===== src/hw/video_pkg.sv =====
package video_pkg;

	// Raster size in pixel clocks and lines
	localparam int unsigned H_TOTAL   = 384;
	localparam int unsigned V_TOTAL   = 264;
	localparam int unsigned H_VISIBLE = 256; // 32 tiles across
	localparam int unsigned V_VISIBLE = 224; // 28 tile rows

	// Slot phases, hcount[2:0] inside each 8-pixel slot
	// Phases 0-3 go to the renderer, 4-7 to the CPU
	localparam logic [2:0] SLOT_LOAD_PHASE = 3'd0; // Shifter takes the ROM row
	localparam logic [2:0] SLOT_CODE_PHASE = 3'd2; // Code byte on ram_q
	localparam logic [2:0] SLOT_ATTR_PHASE = 3'd4; // Attribute byte on ram_q
	localparam logic [2:0] SLOT_CPU_PHASE  = 3'd4; // First CPU-owned phase

	// Column x shows up when hcount == x + PIXEL_DELAY
	localparam int unsigned PIXEL_DELAY = 9;

endpackage

===== src/hw/char_pixel_shifter.sv =====
module char_pixel_shifter (
	input  logic        clk,
	input  logic        reset,
	input  logic [8:0]  hcount,
	input  logic [15:0] chrom_data,
	input  logic        mirror,
	input  logic [3:0]  pal,
	output logic [1:0]  pixel_col,
	output logic [3:0]  pixel_pal
);

	logic [2:0]  phase;
	logic [15:0] planes;     // Low byte shifts out, high byte waits
	logic        mirror_q;   // Direction of the tile in flight
	logic [15:0] cur;        // Word feeding this cycle's pixel
	logic        cur_mirror;
	logic [7:0]  shifted;    // Low byte after one step

	assign phase = hcount[2:0];

	always_comb begin
		cur        = planes;
		cur_mirror = mirror_q;
		case (phase)
			video_pkg::SLOT_LOAD_PHASE: begin
				cur_mirror = mirror;
				// Mirrored tiles start from the high byte
				cur = mirror ? {chrom_data[7:0], chrom_data[15:8]} : chrom_data;
			end
			3'd4: cur = {planes[15:8], planes[15:8]}; // Second half of the tile
			default: ;
		endcase
		// Both nibble planes step toward the output end
		if (cur_mirror)
			shifted = {1'b0, cur[7:5], 1'b0, cur[3:1]};
		else
			shifted = {cur[6:4], 1'b0, cur[2:0], 1'b0};
	end

	always_ff @(posedge clk) begin
		if (reset) begin
			planes    <= 16'd0;
			mirror_q  <= 1'b0;
			pixel_col <= 2'd0;
			pixel_pal <= 4'd0;
		end else begin
			planes   <= {cur[15:8], shifted};
			mirror_q <= cur_mirror;
			pixel_col <= cur_mirror ? {cur[0], cur[4]} : {cur[3], cur[7]};
			if (phase == video_pkg::SLOT_LOAD_PHASE)
				pixel_pal <= pal; // Held for all eight pixels
		end
	end

endmodule


===== config.mk =====
export PLATFORM = sky130hd
export DESIGN_NAME = char_pixel_shifter
export DESIGN_NICKNAME = d
export VERILOG_FILES = /design/src/hw/video_pkg.sv /design/src/hw/char_pixel_shifter.sv
export SDC_FILE = /design/constraint.sdc
export NUM_CORES = 1
export LEC_CHECK = 0
export BUFFER_PORTS_ARGS = -buffer_cell sky130_fd_sc_hd__buf_2
export CAP_MARGIN = 20
export CORE_ASPECT_RATIO = 0.7
export CORE_MARGIN = 2
export CORE_UTILIZATION = 48
export DETAILED_ROUTE_END_ITERATION = 10
export PLACE_DENSITY_LB_ADDON = 0.15
export RECOVER_POWER = 25
export REMOVE_ABC_BUFFERS = 1
export SLEW_MARGIN = 20
export SYNTH_ARGS = -nofsm -noshare
export SYNTH_HDL_FRONTEND = slang
export SYNTH_SLANG_ARGS = --single-unit

===== constraint.sdc =====
create_clock -name clk -period 1.6 [get_ports clk]
set_input_delay 0 -clock clk [delete_from_list [all_inputs] [get_ports clk]]
set_output_delay 0 -clock clk [all_outputs]
set_load 0.01 [all_outputs]

==> impl_metrics.toml <==
[run_status]
status = "completed"

[worst_hold_path]
hold_path_end = "planes[8]"
whs_path_depth = 3
hp-class = "input port to register"
hp-start = "chrom_data[8]"

[global_routing]
antenna_found_initial = 0
grt_pass1_wl_mm = 4.08
grt_max_degree = 21
track_usage_pct = 21.2
grt_pass1_vias = 890
gr-total-overflow = 0

[logic_synthesis]
avgSynthCellArea_sq_um = 9.92
yosysTopAreaCellShare_pct = 41.8
yosysTopAreaCell = "dfxtp_1"
synth.distinct_cells = 20
netlist_area_sq_um = 1100
syn_inst = 111
ys_top_cells_by_area = "dfxtp_1, mux2i_1, mux2_2, o221ai_1, or4b_2"
ys.warnings.count = 0
seq_area_frac_synth_pct = 41.8
ys_ff_latch = 23

[run]
maxCapViolations = 0

[power_and_ir_drop]
ir_drop_v = 0.000673
power.total_mw = 1.09
p_per_area_nw_per_um2 = 821
leakage_nw = 0.532

[worst_setup_path]
crit_arrival_ns = 1.56
reg2regPathDepth = 3
cp_max_fo = 2
critical_path_class = "register to register"
end_kind = "register"
rrSetupSlack_ns = 0.25
timing.rr.end = "planes[6]"
r2r-start = "planes[13]"
cp.required_ns = 1.81
cp-start-kind = "register"

[timing]
fin_crit_ns = 1.35
tightest_slew_ns = 0.879
setup_viol_count_final = 0
min_period_over_period_pct = 84.5
timing.final.ws_setup_ns = 0.248
tns_ns = 0
rsz0062_at_grt = "false"
drv_slew = 0
hold_viol = 0
finClkSkew_ns = 0.00530
fmax_mhz = 740
maxSlewHeadroom_pct = 41.4

[clocking]
clock-sinks = 23
clockBufferDepth = 2
cts_tree = "done"
htreeDepth = 1
clkTransAtPathRegs_ns = 0.13
cts_buffers = 3
clk_latency_ns = 0.32
clk_root_buffer_cell = "clkbuf_4"

[die]
start_util_pct = 51.1
die_w_um = 61.2
rows = 14
pin_count = 38
fp.dieH_um = 44.1
core_sq_um = 2150
die_area_sq_um = 2700

[layout]
nFillCells = 205
fin_util_pct = 61.9
final_cell_mix = "buf_2, dfxtp_1, nor2_1"
layout_commonest_cell = "buf_2"
final_layout_size_suffix_gt1_share_pct = 34.7
stdcell_area_sq_um = 1330
antennaDiodeCount = 0
nets = 180
layout-area-overhead-vs-synth_pct = 21.1

[route]
dr.first_iter.drc_count = 31
drcViolationCount = 0
avgRoutedWirePerCell_um = 14.7
wl_mm = 2.64
dr_total_vias = 990
drt_first_pass_iters = 4
ant_nets = 0
vias_per_cell = 5.53

[placement]
gp_congestion = 0.832
pre_cts_slack_ns = 0.270
port_buffers = 31
dpl.hpwl_mm = 1.70
place_area_sq_um = 1270
worst max-delay path, stage by stage, from the launching register on:
cell,delay (ns)
dfxtp_1,0.33
or4b_2,0.67
o221ai_1,0.12
o22ai_1,0.13
report_power, final:
group | internal (mW) | switching, mW
sequential | 0.603 | 0.0105
combinational | 0.101 | 0.105
clock | 0.0976 | 0.178
cell usage after synthesis, drive strengths merged:
cell type,count
nor2b,2
mux2i,10
buf,5
nor3,1
or3,1
o221ai,8
a211oi,8
a21oi,4
inv,1
mux2,8
nor2,15
or4b,8
clkbuf,3
dfxtp,23
o22ai,6
nand2,8
kinds of logic (layout without fill, tap and decap cells):
logic type	count (synthesis)	count (layout)	share of synthesized area [%]
DFF	23	23	41.8
buffers and inverters	9	45	5.68
muxes	18	18	17.3
and+or+nand+nor	35	35	18.2
AOI/OAI and AO/OA	26	26	17.0
cell type report:
type | count | area (sq um) | area share, %
sequential | 23 | 460 | 34.5
inverter | 1 | 3.75 | 0.281
timing repair buffer | 40 | 225 | 16.9
tap | 32 | 40.0 | 3.00
clock buffer | 4 | 26.3 | 1.97
multi-input combinational | 79 | 578 | 43.3
per-stage QoR:
step,cells,hold slack [ns]
floorplan,103,0.0691
global placement,171,0.240
detailed placement,171,0.248
CTS,179,0.0226
global route,179,0.0319
finish,179,0.0193
what timing repair did:
item	CTS	global route
hold buffers	4	0
resized for setup	0	0
hold endpoints to repair	4	0
setup buffers	0	0
per-layer routing:
metal / up-vias / GRT usage, % / share of wire (%)
met5: - / 0 / 0
met4: 0 / 6.52 / 1.1
met3: 4 / 6.14 / 4.4
met2: 22 / 36.2 / 47
met1: 468 / 25.8 / 48
li1: 496 / - / -
worst max-delay path by stage:
stage	start	end	depth (start not counted)
after floorplan	hcount[1]	planes[5]	3
after global placement	planes[13]	planes[6]	3
after detailed placement	planes[13]	planes[6]	3
after CTS	planes[13]	planes[6]	3
after global routing	planes[12]	planes[5]	3
final	planes[13]	planes[6]	3
registers in the layout (all words and copies together), names as in the netlist:
register   cells
planes        16
pixel_pal      4
pixel_col      2
mirror_q       1
Note: power is estimated with default switching activity, not from simulation.
