<file path="src/hw/char_pkg.sv">
package char_pkg;

	// Address bit 10 splits the 2 KB RAM into code and attribute pages
	localparam int unsigned ATTR_PAGE_BIT = 10;

	// Tiles per map row, one byte each
	localparam int unsigned TILE_COLS = 32;

	// Attribute byte
	// The CPU writes it as a plain byte, the renderer picks the fields apart
	typedef union packed {
		logic [7:0] raw;
		struct packed {
			logic [1:0] code_hi; // Upper code bits, 1024 tiles
			logic       vflip;
			logic       hflip;
			logic [3:0] pal;     // Palette select
		} f;
	} char_attr_t;

endpackage

</file>
<file path="src/hw/video_pkg.sv">
package video_pkg;

	// Raster size in pixel clocks and lines
	localparam int unsigned H_TOTAL   = 384;
	localparam int unsigned V_TOTAL   = 264;
	localparam int unsigned H_VISIBLE = 256; // 32 tiles across
	localparam int unsigned V_VISIBLE = 224; // 28 tile rows

	// Slot phases, hcount[2:0] inside each 8-pixel slot
	// Phases 0-3 go to the renderer, 4-7 to the CPU
	localparam logic [2:0] SLOT_LOAD_PHASE = 3'd0; // Shifter takes the ROM row
	localparam logic [2:0] SLOT_CODE_PHASE = 3'd2; // Code byte on ram_q
	localparam logic [2:0] SLOT_ATTR_PHASE = 3'd4; // Attribute byte on ram_q
	localparam logic [2:0] SLOT_CPU_PHASE  = 3'd4; // First CPU-owned phase

	// Column x shows up when hcount == x + PIXEL_DELAY
	localparam int unsigned PIXEL_DELAY = 9;

endpackage
</file>
<file path="src/hw/char_tile_fetch.sv">
module char_tile_fetch (
	input  logic        clk,
	input  logic        reset,
	input  logic [8:0]  hcount,
	input  logic [8:0]  vcount,
	input  logic        flip,
	input  logic [7:0]  ram_q,
	output logic [10:0] render_addr,
	output logic [12:0] char_addr,
	output logic        mirror,
	output logic [3:0]  pal
);

	logic [2:0] phase;
	logic [$clog2(char_pkg::TILE_COLS)-1:0] tile_col;
	logic [4:0] tile_row;
	logic [9:0] map_addr;  // Byte offset inside one page
	logic [7:0] code_q;    // Low code byte from phase 2
	logic [2:0] row;       // ROM row after flips
	char_pkg::char_attr_t attr;

	assign phase    = hcount[2:0];
	assign tile_col = hcount[7:3];
	assign tile_row = vcount[7:3];

	// Screen flip walks the map backwards in both directions
	assign map_addr = {10{flip}} ^ {tile_row, tile_col};

	// Phases 0,1 point at codes, 2,3 at attributes
	always_comb begin
		render_addr = {1'b0, map_addr};
		render_addr[char_pkg::ATTR_PAGE_BIT] = phase[1];
	end

	always_comb begin
		attr.raw = ram_q; // Valid as attribute at phase 4 only
	end

	assign row = vcount[2:0] ^ {3{attr.f.vflip ^ flip}};

	// Code byte shows up one cycle after its address
	always_ff @(posedge clk) begin
		if (phase == video_pkg::SLOT_CODE_PHASE)
			code_q <= ram_q;
	end

	// ROM address, mirror and palette for the next slot's shifter load
	always_ff @(posedge clk) begin
		if (reset) begin
			char_addr <= 13'd0;
			mirror    <= 1'b0;
			pal       <= 4'd0;
		end else if (phase == video_pkg::SLOT_ATTR_PHASE) begin
			char_addr <= {attr.f.code_hi, code_q, row};
			mirror    <= attr.f.hflip ^ flip; // Flip mirrors every tile
			pal       <= attr.f.pal;
		end
	end

endmodule

</file>
<file path="config.mk">
export PLATFORM = sky130hd
export DESIGN_NAME = char_tile_fetch
export DESIGN_NICKNAME = d
export VERILOG_FILES = /design/src/hw/char_pkg.sv /design/src/hw/video_pkg.sv /design/src/hw/char_tile_fetch.sv
export SDC_FILE = /design/constraint.sdc
export NUM_CORES = 1
export LEC_CHECK = 0
export BUFFER_PORTS_ARGS = -buffer_cell sky130_fd_sc_hd__clkbuf_2
export CORE_ASPECT_RATIO = 1.5
export CORE_UTILIZATION = 24
export DETAILED_ROUTE_END_ITERATION = 8
export HOLD_SLACK_MARGIN = 0.06
export PLACE_DENSITY = 0.51
export SYNTH_ARGS = -nofsm -noshare
export SYNTH_HDL_FRONTEND = slang
export SYNTH_SLANG_ARGS = --single-unit
</file>
<file path="constraint.sdc">
create_clock -name clk -period 1.1 [get_ports clk]
set_input_delay 0.055 -clock clk [delete_from_list [all_inputs] [get_ports clk]]
set_output_delay 0.055 -clock clk [all_outputs]
set_load 0.05 [all_outputs]
</file>
==> results of run 1 <==
==> tightest hold or removal path: cells and delay by family <==
kind,cells,cell delay (ns)
xor+xnor,1,0.06
compound gates,1,0.10
buf+inv,1,0.09
==> state kept, by name, indices dropped and copies added (netlist names) <==
| signal | flops |
|---|---|
| char_addr | 13 |
| code_q | 8 |
| pal | 4 |
| mirror | 1 |
==> final timing paths <==
kind,from,end,slack [ns]
hold reg to reg,char_addr[5],char_addr[5],0.46
hold / removal,vcount[0],char_addr[0],0.07
setup reg to reg,mirror,mirror,0.45
setup / recovery,char_addr[2],char_addr[2],0.14
==> area by class of cell <==
cell class              instances  area, um2  area share
well taps                      46       57.6      0.0376
multi-input cells              69        413       0.270
repair buffers                 68        405       0.265
flip-flops and latches         26        601       0.392
clock buffers                   4       55.1      0.0359
==> per-stage QoR <==
step | setup TNS [ns] | area, um2 | util
finish | 0 | 1530 | 0.361
global route | 0 | 1530 | 0.361
CTS | 0 | 1530 | 0.361
detailed placement | 0 | 1400 | 0.329
global placement | 0 | 1400 | 0.329
floorplan | -0.305 | 1070 | -
==> cells by family (layout without fill, tap and decap cells) <==
kind of cell,Yosys count,after routing
AO/OA/AOI/OAI,18,18
XOR/XNOR,15,15
buffers and inverters,7,72
flip-flops,26,26
AND/OR/NAND/NOR,36,36
==> synth_stat cells <==
master / number
nand2_1: 28
nor3b_4: 1
buf_6: 1
edfxtp_1: 8
xor2_1: 13
nand2b_1: 1
buf_4: 2
clkbuf_1: 1
a21oi_1: 14
o21ai_1: 3
a211oi_1: 1
xnor2_1: 2
dfxtp_1: 18
nor2_1: 1
buf_2: 1
buf_1: 1
nor3b_1: 1
or3b_1: 1
nand3b_2: 3
buf_8: 1
==> where the power goes <==
group / switching, mW / total (mW) / internal [mW]
Clock: 0.273 / 0.592 / 0.319
Combinational: 0.351 / 0.505 / 0.153
Sequential: 0.0161 / 1.04 / 1.03
Total: 0.640 / 2.14 / 1.50
==> routing by layer <==
metal  GRT usage  vias to the layer above  share of wire
met5           0                        -              0
met4      0.0599                        0          0.017
met3      0.0202                        2          0.069
met2       0.183                       42           0.51
met1       0.112                      401           0.40
li1            -                      466              -
==> flow_summary.toml, run 1 <==
[setup_path]
cp.arrival_ns = 0.91
critPathKind = "reg -> out"
crit_chain = "clkbuf_2"
critical_path_buf_inv_count = 1
start_kind = "register"
reg2regPathDepth = 2
path_max_fanout = 2
path_delay_family = "flip-flops"
required_ns = 1.04
crit_cells = 1
critPathCaptureType = "output pin"
critPathMaxStageDelay_ns = 0.36
cpMaxStageDelayCell = "dfxtp_1"

[synth]
synth_seq_cells = 26
synthMuxAreaShare = 0
seq_area_frac_synth = 0.565
syn_nets = 131
synth_area_leader_cell = "dfxtp_1"
synthTopCellsByArea = "dfxtp_1 (34%), edfxtp_1 (23%), xor2_1 (11%)"
synth_cell_types = 20
syn_area_um2 = 1060
synth_top_family_by_area = "simple AND/OR/NAND/NOR gates"
yosys.area_share.simple = 0.173
syn_inst = 102
syn_avg_cell_area_um2 = 10.4
synthAdderAreaFrac = 0
synth_top_area_share = 0.339
synth_warnings = 0
synth-compound-area-share = 0.0872
synth_xor_area_frac = 0.124

[min_path]
min_path_cells = 3
hold_class = "in -> reg"

[floorplanning]
fp.dieH_um = 83.5
ioPinCount = 58
fp.dieW_um = 56.3
initial_core_util = 0.250
core_area_um2 = 4250
rows = 29
die_area_um2 = 4700

[clocking]
htree_num_levels = 1
numClockSinks = 26
path_clk_slew_ns = 0.09
cts_buffers = 3
ctsLongestPathBuffers = 2
cts_tree = "built"
root_buffer = "clkbuf_8"
cts_resized = 0
insertion_delay_ns = 0.26
postCtsHoldBufs = 8
post-cts-setup-buffer-count = 0

[route]
vias = 911
route.detailed.wl_per_inst_um = 10.9
dr.pass1.iters = 3
wl_um = 2330
via_per_inst = 4.28
final_antenna_net_count = 0
drt-initial-drc-count = 8
drc = 0

[final_layout]
final_nets = 197
layout_common_cells = "clkbuf_2 (55), nand2_1 (28), dfxtp_1 (18), a21oi_1 (14), xor2_1 (13)"
drive_above_1_share = 0.413
fill_cells = 445
antenna_cells = 0
stdcell_count = 213
area_delta_synth_final_pct = 44.2
layout_commonest_cell = "clkbuf_2"

[sta]
period_needed_ns = 0.965
min_period_over_period = 0.877
tightest_slew_ns = 0.354
fmax_mhz = 1040
setup_viol = 0
finalHoldViolations = 0
whs_ns = 0.0683
skew_ns = 0.00466
rsz0062_at_grt = "false"
drv_slew = 0
slew-limit-headroom = 0.762
setup_ws_ns = 0.135

[grt]
overflow = 0
grt_pass1_vias = 901
grt_first_pass_wirelength_um = 3840
grt_max_degree = 18
grt_usage = 0.103
antenna_found_initial = 0

[placement]
place.gp.congestion = 0.852
place_ws_ns = 0.0784
io_buffers = 55
dpl.hpwl_um = 1840
dp.cells = 201

[outcome]
status = "completed"

[power]
total_power_mw = 2.14
ir_drop_uv = 737
power_density_nw_per_um2 = 1400
cellLeakagePower_nw = 0.671

[flow_run]
cap_violations = 0
Note: power is estimated with default switching activity, not from simulation.
==> run 2: changes to the inputs <==
Settings changed: PLACE_DENSITY 0.51 to default.
==> flow_summary.toml, run 2 (same netlist as run 1, synthesis figures left out) <==
[outcome]
status = "completed"

[grt]
grt_first_pass_wirelength_um = 3730
grt_pass1_vias = 852
grt_max_degree = 18
antenna_found_initial = 0
grt_usage = 0.0985
overflow = 0

[setup_path]
path_max_fanout = 2
critPathCaptureType = "output pin"
critical_path_buf_inv_count = 1
reg2regPathDepth = 2
crit_cells = 1
r2r-start = "mirror"
required_ns = 1.04
path_delay_family = "flip-flops"
rrSetupSlack_ns = 0.44
cp.arrival_ns = 0.91
crit_chain = "clkbuf_2"
start_kind = "register"
critPathMaxStageDelay_ns = 0.36
r2r-end = "mirror"
critPathKind = "reg -> out"
cpMaxStageDelayCell = "dfxtp_1"
cp-startpoint = "char_addr[0]"
crit_path_end = "char_addr[0]"

[final_layout]
final_nets = 198
largest_reg_flops = 13
regMostFlops = "char_addr"
final_cell_area_um2 = 1540
regArea_um2 = 601
multi_input_area_um2 = 413
top_regs = "char_addr x13, code_q x8, pal x4"
layout_common_cells = "clkbuf_2 (55), nand2_1 (28), dfxtp_1 (18), a21oi_1 (14), xor2_1 (13)"
layout_commonest_cell = "clkbuf_2"
antenna_cells = 0
area_delta_synth_final_pct = 45.0
fill_cells = 442
drive_above_1_share = 0.407

[clocking]
path_clk_slew_ns = 0.09
root_buffer = "clkbuf_8"
postCtsHoldBufs = 9
htree_num_levels = 1
post-cts-setup-buffer-count = 0
insertion_delay_ns = 0.26
cts_buffers = 3
cts_resized = 0
cts_tree = "built"
numClockSinks = 26
ctsLongestPathBuffers = 2

[sta]
drv_slew = 0
period_needed_ns = 0.970
whs_ns = 0.0624
slew-limit-headroom = 0.742
min_period_over_period = 0.882
skew_ns = 0.00189
fmax_mhz = 1030
setup_viol = 0
setup_ws_ns = 0.130
finalHoldViolations = 0
tightest_slew_ns = 0.384
rsz0062_at_grt = "false"

[min_path]
hold_class = "in -> reg"
min_path_cells = 3

[placement]
post_dp_cell_area_um2 = 1410
dpl.hpwl_um = 1710
io_buffers = 55
place.gp.congestion = 0.713
place_ws_ns = 0.0704

[route]
drt-initial-drc-count = 18
via_per_inst = 4.38
wl_um = 2290
drc = 0
route.detailed.wl_per_inst_um = 10.7
dr.pass1.iters = 4
final_antenna_net_count = 0
vias = 934

[floorplanning]
die_area_um2 = 4700
fp.dieW_um = 56.3
rows = 29
initial_core_util = 0.250
fp.dieH_um = 83.5
core_area_um2 = 4250
ioPinCount = 58

[power]
power_density_nw_per_um2 = 1350
ir_drop_uv = 838
cellLeakagePower_nw = 0.673

[flow_run]
cap_violations = 0
-- run 2: final cells by class --
| cell class | instances | area share |
|---|---|---|
| well taps | 46 | 0.0374 |
| multi-input cells | 69 | 0.268 |
| repair buffers | 69 | 0.278 |
| clock buffers | 3 | 0.0268 |
| flip-flops and latches | 26 | 0.390 |
-- run 2: power by group --
| part | internal (mW) | switching, mW | total [mW] |
|---|---|---|---|
| Combinational | 0.161 | 0.353 | 0.513 |
| Sequential | 1.03 | 0.0156 | 1.04 |
| Clock | 0.245 | 0.276 | 0.521 |
| Total | 1.43 | 0.644 | 2.08 |
-- run 2: stage by stage --
step                 util  power (mW)  setup TNS [ns]  cells
floorplan               -        1.41          -0.305    102
global placement    0.332        1.55               0    201
detailed placement  0.332        1.56               0    201
CTS                 0.363        2.10               0    213
global route        0.363        2.16               0    213
finish              0.363        2.08               0    213
-- run 2: worst min path at each step --
stage	startpoint	end	slack (ns)
2_1_floorplan	ram_q[0]	code_q[0]	0.15
3_3_place_gp	ram_q[3]	code_q[3]	0.25
3_5_place_dp	ram_q[3]	code_q[3]	0.25
4_1_cts	vcount[1]	char_addr[1]	0.06
5_1_grt	vcount[1]	char_addr[1]	0.08
6_report	vcount[1]	char_addr[1]	0.06
-- run 2: routing by layer --
| layer | GRT usage | routed length [um] | vias to the layer above |
|---|---|---|---|
| met5 | 0 | 0 | - |
| li1 | - | - | 465 |
| met4 | 0.0399 | 27 | 0 |
| met3 | 0.00930 | 123 | 2 |
| met2 | 0.174 | 1170 | 46 |
| met1 | 0.120 | 965 | 421 |
==> run 3: changes to the inputs <==
Settings changed: BUFFER_PORTS_ARGS -buffer_cell sky130_fd_sc_hd__clkbuf_2 to default, CORE_UTILIZATION 24 to 35, DONT_BUFFER_PORTS from default to 1.
==> flow_summary.toml, run 3 (same netlist as run 1, synthesis figures left out) <==
[outcome]
status = "complete, but fails checks"
violations = "hold timing"

[setup_path]
path_delay_family = "flip-flops"
reg2regPathDepth = 2
rrSetupSlack_ns = 0.42
cpMaxStageDelayCell = "dfxtp_1"
crit_chain = "buf_4"
critPathCaptureType = "output pin"
path_max_fanout = 2
required_ns = 1.04
critical_path_buf_inv_count = 1
cp.arrival_ns = 0.82
critPathKind = "reg -> out"
r2r-end = "mirror"
start_kind = "register"
critPathMaxStageDelay_ns = 0.36
r2r-start = "mirror"

[final_layout]
largest_reg_flops = 13
fill_cells = 297
regMostFlops = "char_addr"
antenna_cells = 0
final_cell_area_um2 = 1470
final_nets = 171
layout_common_cells = "buf_4 (33), nand2_1 (28), dfxtp_1 (18), a21oi_1 (14), xor2_1 (13)"
area_delta_synth_final_pct = 38.5
drive_above_1_share = 0.298
layout_commonest_cell = "buf_4"
multi_input_area_um2 = 413
top_regs = "char_addr x13, code_q x8, pal x4"
regArea_um2 = 601

[sta]
finalHoldViolations = 18
whs_ns = -0.158
rsz0062_at_grt = "false"
slew-limit-headroom = 0.751
skew_ns = 0.000601
min_period_over_period = 0.797
period_needed_ns = 0.877
setup_viol = 0
drv_slew = 0
fmax_mhz = 1140
tightest_slew_ns = 0.370

[route]
dr.pass1.iters = 4
drc = 0
drt-initial-drc-count = 18
route.detailed.wl_per_inst_um = 11.6
wl_um = 2080
final_antenna_net_count = 0
vias = 827
via_per_inst = 4.59

[placement]
place.gp.congestion = 0.730
io_buffers = 0
post_dp_cell_area_um2 = 1310
dpl.hpwl_um = 1610

[power]
cellLeakagePower_nw = 0.588
pwr-share-comb = 0.203
power_density_nw_per_um2 = 1540
swShare = 0.266
internal_power_mw = 1.67
seqPwrFrac = 0.458
p_sw_mw = 0.604
ir_drop_uv = 1030
p_clk_frac = 0.338
total_power_mw = 2.27

[floorplanning]
fp.dieW_um = 47.0
die_area_um2 = 3260
fp.dieH_um = 69.5
core_area_um2 = 2880
initial_core_util = 0.368
rows = 24
ioPinCount = 58

[grt]
antenna_found_initial = 0
overflow = 0
grt_first_pass_wirelength_um = 3370
grt_usage = 0.143
grt_pass1_vias = 780
grt_max_degree = 20

[clocking]
numClockSinks = 26
ctsLongestPathBuffers = 2
cts_tree = "built"
htree_num_levels = 1
root_buffer = "clkbuf_8"
post-cts-setup-buffer-count = 0
cts_resized = 0
insertion_delay_ns = 0.26
postCtsHoldBufs = 9
cts_buffers = 3
path_clk_slew_ns = 0.09

[min_path]
min_from = "reset"
min_to = "char_addr[12]"
min_path_cells = 1
hold_class = "in -> reg"

[flow_run]
cap_violations = 0
run 3: layer usage:
layer,part of all wire,wire [um],vias up,global-route usage
li1,-,-,411,-
met1,0.36,747,372,0.160
met2,0.55,1140,44,0.235
met3,0.090,187,0,0.0443
met4,0,0,0,0.0667
met5,0,0,-,0
run 3: worst max path at each step:
stage | startpoint | end | slack (ns) | cells past startpoint
floorplan | flip | render_addr[0] | -0.03 | 2
global placement | hcount[0] | char_addr[2] | 0.20 | 4
detailed placement | hcount[0] | char_addr[1] | 0.19 | 4
CTS | char_addr[1] | char_addr[1] | 0.22 | 1
global route | char_addr[2] | char_addr[2] | 0.17 | 1
finish | char_addr[2] | char_addr[2] | 0.22 | 1
run 3: stage by stage:
stage                     setup TNS, ns   util  setup slack [ns]  instances  hold slack, ns
final                                 0  0.510             0.223        180          -0.158
after global routing                  0  0.510             0.171        180          -0.178
after CTS                             0  0.510             0.216        180          -0.160
after detailed placement              0  0.454             0.194        167           0.110
after global placement                0  0.454             0.202        167           0.110
after floorplan                  -0.305      -           -0.0305        102           0.154
run 3: final cells by class:
type                            instances  share of cell area
Timing Repair Buffer                   42               0.230
Multi-Input combinational cell         69               0.281
Clock inverter                          1              0.0204
Sequential cell                        26               0.408
Clock buffer                            3              0.0281
Tap cell                               39              0.0332
run 3: power by group through the flow:
stage	clock network [mW]	logic [mW]	registers (mW)
3_3_place_gp	0	0.430	1.06
4_1_cts	0.781	0.464	1.04
5_1_grt	0.831	0.484	1.05
6_report	0.768	0.462	1.04
3_5_place_dp	0	0.434	1.06
2_1_floorplan	0	0.264	1.14
