[src/hw/video_pkg.sv]
package video_pkg;

	// Raster size in pixel clocks and lines
	localparam int unsigned H_TOTAL   = 384;
	localparam int unsigned V_TOTAL   = 264;
	localparam int unsigned H_VISIBLE = 256; // 32 tiles across
	localparam int unsigned V_VISIBLE = 224; // 28 tile rows

	// Slot phases, hcount[2:0] inside each 8-pixel slot
	// Phases 0-3 go to the renderer, 4-7 to the CPU
	localparam logic [2:0] SLOT_LOAD_PHASE = 3'd0; // Shifter takes the ROM row
	localparam logic [2:0] SLOT_CODE_PHASE = 3'd2; // Code byte on ram_q
	localparam logic [2:0] SLOT_ATTR_PHASE = 3'd4; // Attribute byte on ram_q
	localparam logic [2:0] SLOT_CPU_PHASE  = 3'd4; // First CPU-owned phase

	// Column x shows up when hcount == x + PIXEL_DELAY
	localparam int unsigned PIXEL_DELAY = 9;

endpackage
[src/hw/video_timer.sv]
module video_timer (
	input  logic       clk,
	input  logic       reset,
	output logic [8:0] hcount,
	output logic [8:0] vcount,
	output logic       hblank,
	output logic       vblank
);

	logic h_wrap; // Last pixel of the line
	logic v_wrap; // Last line of the frame

	assign h_wrap = (hcount == 9'(video_pkg::H_TOTAL - 1));
	assign v_wrap = (vcount == 9'(video_pkg::V_TOTAL - 1));

	// Pixel counter
	always_ff @(posedge clk) begin
		if (reset) begin
			hcount <= 9'd0;
		end else if (h_wrap) begin
			hcount <= 9'd0;
		end else begin
			hcount <= hcount + 9'd1;
		end
	end

	// Line counter, steps at the end of each line
	always_ff @(posedge clk) begin
		if (reset) begin
			vcount <= 9'd0;
		end else if (h_wrap) begin
			if (v_wrap)
				vcount <= 9'd0;
			else
				vcount <= vcount + 9'd1;
		end
	end

	assign hblank = (hcount >= 9'(video_pkg::H_VISIBLE)); // Right of column 255
	assign vblank = (vcount >= 9'(video_pkg::V_VISIBLE)); // Below line 223

	// Counters stay inside the raster
	a_raster_range: assert property (@(posedge clk) disable iff (reset)
		(hcount < 9'(video_pkg::H_TOTAL)) && (vcount < 9'(video_pkg::V_TOTAL)))
		else $error("video_timer: counter left the raster");

endmodule

[config.mk]
export PLATFORM = sky130hd
export DESIGN_NAME = video_timer
export DESIGN_NICKNAME = d
export VERILOG_FILES = /design/src/hw/video_pkg.sv /design/src/hw/video_timer.sv
export SDC_FILE = /design/constraint.sdc
export NUM_CORES = 1
export LEC_CHECK = 0
export ABC_AREA = 1
export BUFFER_PORTS_ARGS = -buffer_cell sky130_fd_sc_hd__buf_2
export CAP_MARGIN = 0
export CORE_AREA = 4 4 49 55
export DETAILED_ROUTE_END_ITERATION = 8
export DIE_AREA = 0 0 53 59
export PLACE_DENSITY = 0.72
export SYNTH_ARGS = -nofsm -noshare
export SYNTH_HDL_FRONTEND = slang
export SYNTH_SLANG_ARGS = --single-unit
[constraint.sdc]
create_clock -name clk -period 1.7 [get_ports clk]
set_clock_uncertainty 0.1 [all_clocks]
set_input_delay 0.085 -clock clk [delete_from_list [all_inputs] [get_ports clk]]
set_output_delay 0.085 -clock clk [all_outputs]
set_load 0.02 [all_outputs]
==> out/results.ini, run 1 <==
[route]
first_iter_violations=18
drcViolationCount=0
drt_pass1_iterations=4
wire_per_inst_um=10.33
vias=1020
wl_mm=2.210
ant_nets=0
viasPerCell=4.766

[synth]
yosysTopAreaCell=dfxtp_1
avgSynthCellArea_um2=6.522
syn_nets=166
synth_seq_area_share_pct=34.53
yosysUniqueCellTypes=20
ys_seq_elements=18
synth.area.top_cells=dfxtp_1 (35%), nand2_1 (16%), nand3_1 (10%)
netlist_area_mm2=0.001044
syn_inst=160
yosys_warnings=0
netlist.area_leader.share_pct=34.53

[setup_path]
critPathCaptureType=register
critPathRequiredTime_ns=1.80
crit_fanout=9
cp_data_arrival_time_ns=1.61
worstSetupStartpointType=register
worstReg2RegStart=hcount[0]$_SDFF_PP0_
r2r_cells=8
worstSetupStartpoint=hcount[0]$_SDFF_PP0_
path_class=reg2reg

[global_routing]
grt_pass1_wl_mm=3.691
grt_overflow_total=0
global_route.usage.total_pct=15.69
grt_max_degree=17
antenna_found_initial=0
first_global_vias=896

[timing]
hold_violations=0
rsz0062_at_grt=no
worst_slew_pin_slew_ns=0.5543
relSlewSlack_pct=63.00
fin_crit_ns=1.507
setup_violations=0
slew_violations=0
finalSetupTns_ns=0
min_period_over_period_pct=88.68
max_freq_mhz=663.4

[floorplanning]
rows=18
ios=22
dieArea_mm2=0.003127
initial_core_util_pct=47.77
design.core.area_mm2=0.002185
die_height_um=59
dieWidth_um=53

[clock_tree]
cts_buffers=3
clk_pin_slew_ns=0.11
clock-sinks=18
clk_latency_ns=0.29
cts_tree=yes
cts_setup_buffers=0
clockBufferDepth=2
htree_levels=1
root_buffer=clkbuf_4
cts-resized-gates=0

[flow_run]
max-cap-violations=0

[worst_hold_path]
holdCritStartpoint=hcount[0]$_SDFF_PP0_
min_path_cells=1
hold_class=reg2reg

[power_and_ir_drop]
p_leak_nw=0.6049
cellPowerDensity_mw_per_mm2=606.5
ir_drop_mv=0.3710

[finish]
syn_to_final_growth_pct=17.27
final_cell_area_mm2=0.001224
nets=191
antenna_cells=0
drive_above_1_share_pct=19.02

[placement]
post_dp_cell_area_mm2=0.001177
place.port_buffers=21
routabilityCongestion=0.8396
hpwl_mm=1.671

[run_status]
status=complete, no violations

==> Yosys cell counts <==
| library cell | number |
|---|---|
| a21oi_1 | 4 |
| buf_2 | 1 |
| clkbuf_1 | 1 |
| dfxtp_1 | 18 |
| ha_1 | 4 |
| inv_1 | 24 |
| nand2_1 | 45 |
| nand2_2 | 2 |
| nand2_4 | 2 |
| nand3_1 | 21 |
| nand3_2 | 1 |
| nand3b_1 | 1 |
| nand4_1 | 2 |
| nor2_1 | 22 |
| nor2_2 | 1 |
| nor2_4 | 3 |
| nor3b_1 | 2 |
| o21ai_0 | 4 |
| o21ai_2 | 1 |
| xor2_1 | 1 |
==> area by class of cell <==
class | instances | area (um2)
well taps | 30 | 37.54
flip-flops and latches | 18 | 360.3
multi-input cells | 116 | 584.3
fillers | 220 | 960.9
clock buffers | 4 | 36.28
repair buffers | 22 | 115.1
inverters | 24 | 90.09
==> placed cells by master (no fill, tap or decap) <==
| cell | count |
|---|---|
| inv_1 | 24 |
| dlygate4sd3_1 | 1 |
| o21ai_0 | 4 |
| nor2_2 | 1 |
| nand3_2 | 1 |
| a21oi_1 | 4 |
| nand3_1 | 21 |
| nand3b_1 | 1 |
| clkbuf_8 | 1 |
| nor3b_1 | 2 |
| nand2_1 | 45 |
| nor2_1 | 22 |
| ha_1 | 4 |
| nor2_4 | 3 |
| clkbuf_4 | 3 |
| buf_2 | 21 |
| xor2_1 | 1 |
| nand2_4 | 2 |
| nand4_1 | 2 |
| dfxtp_1 | 18 |
| nand2_2 | 2 |
| o21ai_2 | 1 |
==> power breakdown <==
part	leakage (nW)	switching [mW]	internal (mW)
clock	0.0210	0.136	0.130
sequential	0.146	0.00636	0.427
combinational	0.438	0.0276	0.0146
==> layer usage <==
layer  track usage (%)  up-vias  wire length [um]
met2             26.95       16              1065
met5                 0        -                 0
met3             2.267        2               106
met1             19.81      459              1019
met4             5.474        0                20
li1                  -      543                 -
==> worst max-delay path: stages (launching register included) <==
cell	delay, ns
dfxtp_1	0.40
ha_1	0.22
nand3_2	0.13
nor2_4	0.17
nand2_4	0.13
nand2_4	0.13
o21ai_2	0.07
nand2_1	0.05
inv_1	0.03
==> sequential cells by signal (all words and copies together) (netlist names) <==
register and cells:
hcount 9, vcount 9
==> path summary, 6_finish.rpt <==
| check | slack [ns] | to |
|---|---|---|
| max reg2reg | 0.19 | vcount[2]$_SDFFE_PP0N_ |
| min | 0.38 | hcount[0]$_SDFF_PP0_ |
| max | 0.19 | vcount[2]$_SDFFE_PP0N_ |
| min reg2reg | 0.38 | hcount[0]$_SDFF_PP0_ |
==> what timing repair did <==
action	in CTS	in global routing
endpoints found under the setup margin	0	0
endpoints found under the hold margin	1	0
hold buffers	1	0
==> cells by family (layout without fill, tap and decap cells) <==
family	count (synthesis)	in the layout	share of synthesized area, %
simple gates	102	102	45.68
compound gates	9	9	4.677
fa+ha+maj	4	4	4.796
buf+inv	26	50	9.472
xor+xnor	1	1	0.8395
flops	18	18	34.53
==> metrics by stage <==
step / hold WS, ns / util (%) / std cells / power [mW] / setup slack (ns)
2_1_floorplan: 0.1396 / - / 160 / 0.4722 / 0.1670
3_3_place_gp: 0.2618 / 53.89 / 209 / 0.4829 / 0.2422
3_5_place_dp: 0.2666 / 53.89 / 209 / 0.4842 / 0.1922
4_1_cts: 0.3902 / 56.01 / 214 / 0.7495 / 0.1838
5_1_grt: 0.4082 / 56.01 / 214 / 0.7731 / 0.05537
6_report: 0.3840 / 56.01 / 214 / 0.7421 / 0.1925
No activity file was read; power rests on OpenSTA's default activity.
==> run 2: changes to the inputs <==
--- a/config.mk
+++ b/config.mk
@@ -5,12 +5,11 @@
 export SDC_FILE = /design/constraint.sdc
 export NUM_CORES = 1
 export LEC_CHECK = 0
-export ABC_AREA = 1
 export BUFFER_PORTS_ARGS = -buffer_cell sky130_fd_sc_hd__buf_2
 export CAP_MARGIN = 0
-export CORE_AREA = 4 4 49 55
+export CORE_AREA = 4 4 46 52
 export DETAILED_ROUTE_END_ITERATION = 8
-export DIE_AREA = 0 0 53 59
+export DIE_AREA = 0 0 50 56
 export PLACE_DENSITY = 0.72
 export SYNTH_ARGS = -nofsm -noshare
 export SYNTH_HDL_FRONTEND = slang
==> run 2 against run 1 <==
Critical path depth fell by 2. Highest routed layer unchanged. Die area fell by 10%. Design area fell by 10%.
==> out/results.ini, run 2 <==
[route]
dr.max_layer_used=met4
vias=775
viasPerCell=5.032
first_iter_violations=13
wl_mm=1.865
drcViolationCount=0
wire_per_inst_um=12.11
drt_pass1_iterations=4
dr_wl_met3_um=100
ant_nets=0
drt-met1-wl_um=837
wl_met2_um=911

[worst_hold_path]
hold_class=in2reg
holdCritStartpoint=reset

[clock_tree]
htree_levels=1
clockBufferDepth=2
cts_buffers=3
clk_pin_slew_ns=0.10
clk_latency_ns=0.28
cts_tree=yes
root_buffer=clkbuf_4
clock-sinks=18
postCtsHoldBufs=0

[floorplanning]
initial_core_util_pct=46.35
dieArea_mm2=0.002800
dieWidth_um=50
die_height_um=56
ios=22
design.core.area_mm2=0.001936
rows=17

[setup_path]
worstSetupStartpoint=hcount[0]$_SDFF_PP0_
path_class=reg2reg
critPathRequiredTime_ns=1.76
r2r_cells=6
reg2reg_slack_ns=0.08
worstSetupPathDepth=6
critPathSlowestCell=dfxtp_2
critPathCaptureType=register
cpPeakStageDelay_ns=0.39
cp_data_arrival_time_ns=1.68
crit_fanout=8
crit_end=vcount[2]$_SDFFE_PP0N_
crit_buf_inv=1
timing.rr.end=vcount[2]$_SDFFE_PP0N_
cp_top_family=simple AND/OR/NAND/NOR gates
worstReg2RegStart=hcount[0]$_SDFF_PP0_
worstSetupStartpointType=register
path_cells=ha_4, nand4_4, buf_4, nor3_1, xnor2_1, nor2_1

[power_and_ir_drop]
ir_drop_mv=0.5543
p_leak_nw=0.4716
cellPowerDensity_mw_per_mm2=617.4

[finish]
drive_above_1_share_pct=30.16
fillers=183
layout_commonest_cell=buf_2
nets=134
layout_common_cells=buf_2 (21), dfxtp_1 (16), nor2_1 (10), xnor2_1 (8), nor3_1 (8)
reg.largest.list=hcount x9, vcount x9
syn_to_final_growth_pct=22.45
final_cell_area_mm2=0.001099
antenna_cells=0

[timing]
slew_violations=0
min_period_over_period_pct=95.25
max_freq_mhz=617.6
setup_ws_ns=0.08073
setup_violations=0
hold_violations=0
relSlewSlack_pct=77.98
fin_crit_ns=1.619
worst_slew_pin_slew_ns=0.3303

[global_routing]
antenna_found_initial=0
grt_max_degree=20
grt_pass1_wl_mm=3.091
first_global_vias=725
grt_overflow_total=0
global_route.usage.total_pct=13.95

[placement]
pre_cts_ws_ns=0.03351
place.port_buffers=21
hpwl_mm=1.350
routabilityCongestion=0.7581
post_dp_cell_area_mm2=0.001046

[flow_run]
max-cap-violations=0

[synth]
yosys_warnings=0
netlist_area_um2=897.1
avgSynthCellArea_um2=8.882
ys.flop_type=dfxtp_1
syn_inst=101
synth_edf_count=0
ys_seq_elements=18
yosysUniqueCellTypes=32
synth_seq_area_share_pct=40.17
synth.area.top_cells=dfxtp_1 (40%), xnor2_1 (7.8%), ha_1 (5.6%)
yosys.cell_count.top_type=dfxtp_1
yosys-top-cells-count=dfxtp_1 (18), nor2_1 (10), nor3_1 (8), xnor2_1 (8)
yosysTopAreaCell=dfxtp_1
netlist.area_leader.share_pct=40.17
syn_nets=107
ys_async_sr_fraction_pct=0

[run_status]
status=complete, no violations

run 2: cells by family (layout without fill, tap and decap cells):
logic type	count (synthesis)	in the layout	synth area share, %
and+or+nand+nor	47	47	32.08
DFF	18	18	40.17
AOI/OAI and AO/OA	11	11	7.393
buffers and inverters	11	36	5.022
xor gates and xnor gates	10	10	9.764
adders and majority gates	4	4	5.579
run 2: per-layer routing:
layer / track usage [%] / vias up
met5: 0 / -
met4: 5.929 / 0
met3: 3.753 / 2
met2: 22.57 / 18
met1: 17.02 / 356
li1: - / 399
run 2: power by group:
part	leakage [nW]	internal [mW]	switching, mW
Sequential	0.146	0.428	0.00827
Combinational	0.312	0.0155	0.0243
Clock	0.0138	0.0821	0.120
Total	0.472	0.526	0.152
run 2: layout make-up:
class                      count  area [um2]  share of cell area [%]
multi-input combinational     72       509.2                   46.36
sequential                    18       362.8                   33.03
timing repair buffer          26       142.6                   12.98
tap                           28       35.03                   3.189
inverter                       7       26.28                   2.392
clock buffer                   3       22.52                   2.050
run 2: worst min path at each step:
stage	depth (start not counted)	end
floorplan	0	hcount[1]
global placement	1	hcount[0]$_SDFF_PP0_
detailed placement	1	hcount[0]$_SDFF_PP0_
CTS	2	vcount[6]$_SDFFE_PP0N_
global route	2	vcount[6]$_SDFFE_PP0N_
finish	2	vcount[5]$_SDFFE_PP0N_
run 2: through the flow:
step                      util (%)   TNS (ns)  hold WS (ns)  std cells  power, mW
after floorplan                  -          0        0.3255        101     0.4704
after global placement       54.04          0        0.3346        149     0.4822
after detailed placement     54.04          0        0.3476        149     0.4841
after CTS                    55.20          0       0.06943        152     0.6822
after global routing         56.76  -0.002985       0.08027        154     0.7152
final                        56.76          0       0.06908        154     0.6783
run 2: timing repair:
action                                  CTS  global route
endpoints found under the setup margin    0             4
gates resized for setup                   0             2
setup buffers                             0             2
run 2: worst reg2reg max path, delay by kind of cell (launching register included):
kind	cells	cell delay, ns
AND/OR/NAND/NOR	3	0.47
flip-flops	1	0.39
XOR/XNOR	1	0.17
buffers and inverters	1	0.19
adder cells (fa/ha/maj)	1	0.18
==> run 3: changes to the inputs <==
--- a/config.mk
+++ b/config.mk
@@ -8,6 +8,7 @@
 export BUFFER_PORTS_ARGS = -buffer_cell sky130_fd_sc_hd__buf_2
 export CAP_MARGIN = 0
 export CORE_AREA = 4 4 46 52
+export CTS_BUF_LIST = sky130_fd_sc_hd__clkbuf_8
 export DETAILED_ROUTE_END_ITERATION = 8
 export DIE_AREA = 0 0 50 56
 export PLACE_DENSITY = 0.72
==> run 3 against run 2 <==
Non-clock buffer count rose by 1. Critical path type unchanged. Critical endpoint is now vcount[7]$_SDFFE_PP0N_. Total power rose by 14%. Sequential share of layout area fell by 0.48 points. First-iteration DRC count rose by 7.7%. Largest power group unchanged. Highest routed layer unchanged. Fmax rose by 1.5%.
==> out/results.ini, run 3 (synthesized netlist as in run 2, its figures left out) <==
[run_status]
status=complete, no violations

[placement]
hpwl_mm=1.350
place.port_buffers=21
dp_cells=149
routabilityCongestion=0.7581

[global_routing]
global_route.usage.total_pct=14.66
first_global_vias=732
antenna_found_initial=0
grt_pass1_wl_mm=3.125
grt_overflow_total=0
grt_max_degree=20

[finish]
layout_commonest_cell=buf_2
syn_to_final_growth_pct=24.27
antenna_cells=0
utilization_pct=57.60
finalNonFillerCells=155
seq_area_um2=362.8
fillers=181
drive_above_1_share_pct=30.71
nets=135
layout_common_cells=buf_2 (21), dfxtp_1 (16), nor2_1 (10), xnor2_1 (8), nor3_1 (8)
multi_input_area_um2=499.2
reg.largest.list=hcount x9, vcount x9

[clock_tree]
clock-sinks=18
clk_pin_slew_ns=0.07
clk_latency_ns=0.26
root_buffer=clkbuf_8
htree_levels=1
cts_buffers=3
clockBufferDepth=2
cts_tree=yes
postCtsHoldBufs=0

[timing]
worst_slew_pin_slew_ns=0.3238
setup_violations=0
max_freq_mhz=626.9
rsz0062_at_grt=no
hold_violations=0
min_period_over_period_pct=93.83
slew_violations=0
fin_crit_ns=1.595
finalSetupTns_ns=0
relSlewSlack_pct=78.41

[floorplanning]
dieArea_mm2=0.002800
dieWidth_um=50
die_height_um=56
rows=17
design.core.area_mm2=0.001936
initial_core_util_pct=46.35
ios=22

[setup_path]
path_class=reg2reg
crit_fanout=6
cp_data_arrival_time_ns=1.65
reg2reg_slack_ns=0.10
worstSetupStartpointType=register
critPathRequiredTime_ns=1.76
critPathCaptureType=register

[power_and_ir_drop]
ir_drop_mv=0.4673
p_leak_nw=0.4825
cellPowerDensity_mw_per_mm2=691.5

[route]
wl_mm=1.869
viasPerCell=4.948
first_iter_violations=14
vias=767
drcViolationCount=0
wire_per_inst_um=12.06
drt_pass1_iterations=4
ant_nets=0

[worst_hold_path]
hold_class=in2reg

[flow_run]
max-cap-violations=0

[run 3: cell count changes in the layout (fill, tap and decap cells not counted), sizes merged]
cell,before,now
buf,26,27
[run 3: report_power, final]
group	leakage, nW	internal, mW	switching [mW]
Clock	0.0216	0.158	0.139
Combinational	0.315	0.0145	0.0240
Sequential	0.146	0.429	0.00642
Total	0.482	0.601	0.170
[run 3: repair_timing]
action	CTS	global route
buffers inserted	0	3
gates resized for setup	0	1
setup endpoints to repair	0	4
[run 3: area by class of cell]
class	count	area share [%]
Sequential cell	18	32.55
Tap cell	28	3.143
Inverter	7	2.357
Clock buffer	3	3.704
Timing Repair Buffer	27	13.47
Multi-Input combinational cell	72	44.78
[run 3: path summary, 6_finish.rpt]
path | end | start | cells after the start
max | vcount[7]$_SDFFE_PP0N_ | hcount[0]$_SDFF_PP0_ | 6
min | vcount[5]$_SDFFE_PP0N_ | reset | 2
max reg2reg | vcount[7]$_SDFFE_PP0N_ | hcount[0]$_SDFF_PP0_ | 6
min reg2reg | hcount[0]$_SDFF_PP0_ | hcount[0]$_SDFF_PP0_ | 1
[run 3: routing by layer]
metal	global-route usage (%)	up-vias	share of wire (%)
li1	-	398	-
met1	16.53	343	44
met2	23.32	22	46
met3	2.949	4	6.0
met4	11.86	0	3.5
met5	0	-	0
[run 3: stage by stage]
stage               cell area (um2)  setup WS [ns]  hold WS (ns)  total power [mW]
floorplan                     902.1        0.04184        0.3255            0.4704
global placement               1046        0.09076        0.3346            0.4822
detailed placement             1046        0.03351        0.3476            0.4841
CTS                            1087        0.03569       0.09628            0.7848
global route                   1115       0.002383        0.1166            0.8056
finish                         1115         0.1049       0.09252            0.7709
[run 3: critical path, cell delays in order (launching register included)]
cell     delay [ns]
dfxtp_2        0.36
ha_2           0.23
nand4_4        0.13
buf_4          0.19
nor4_4         0.20
a21oi_1        0.11
a31o_1         0.18
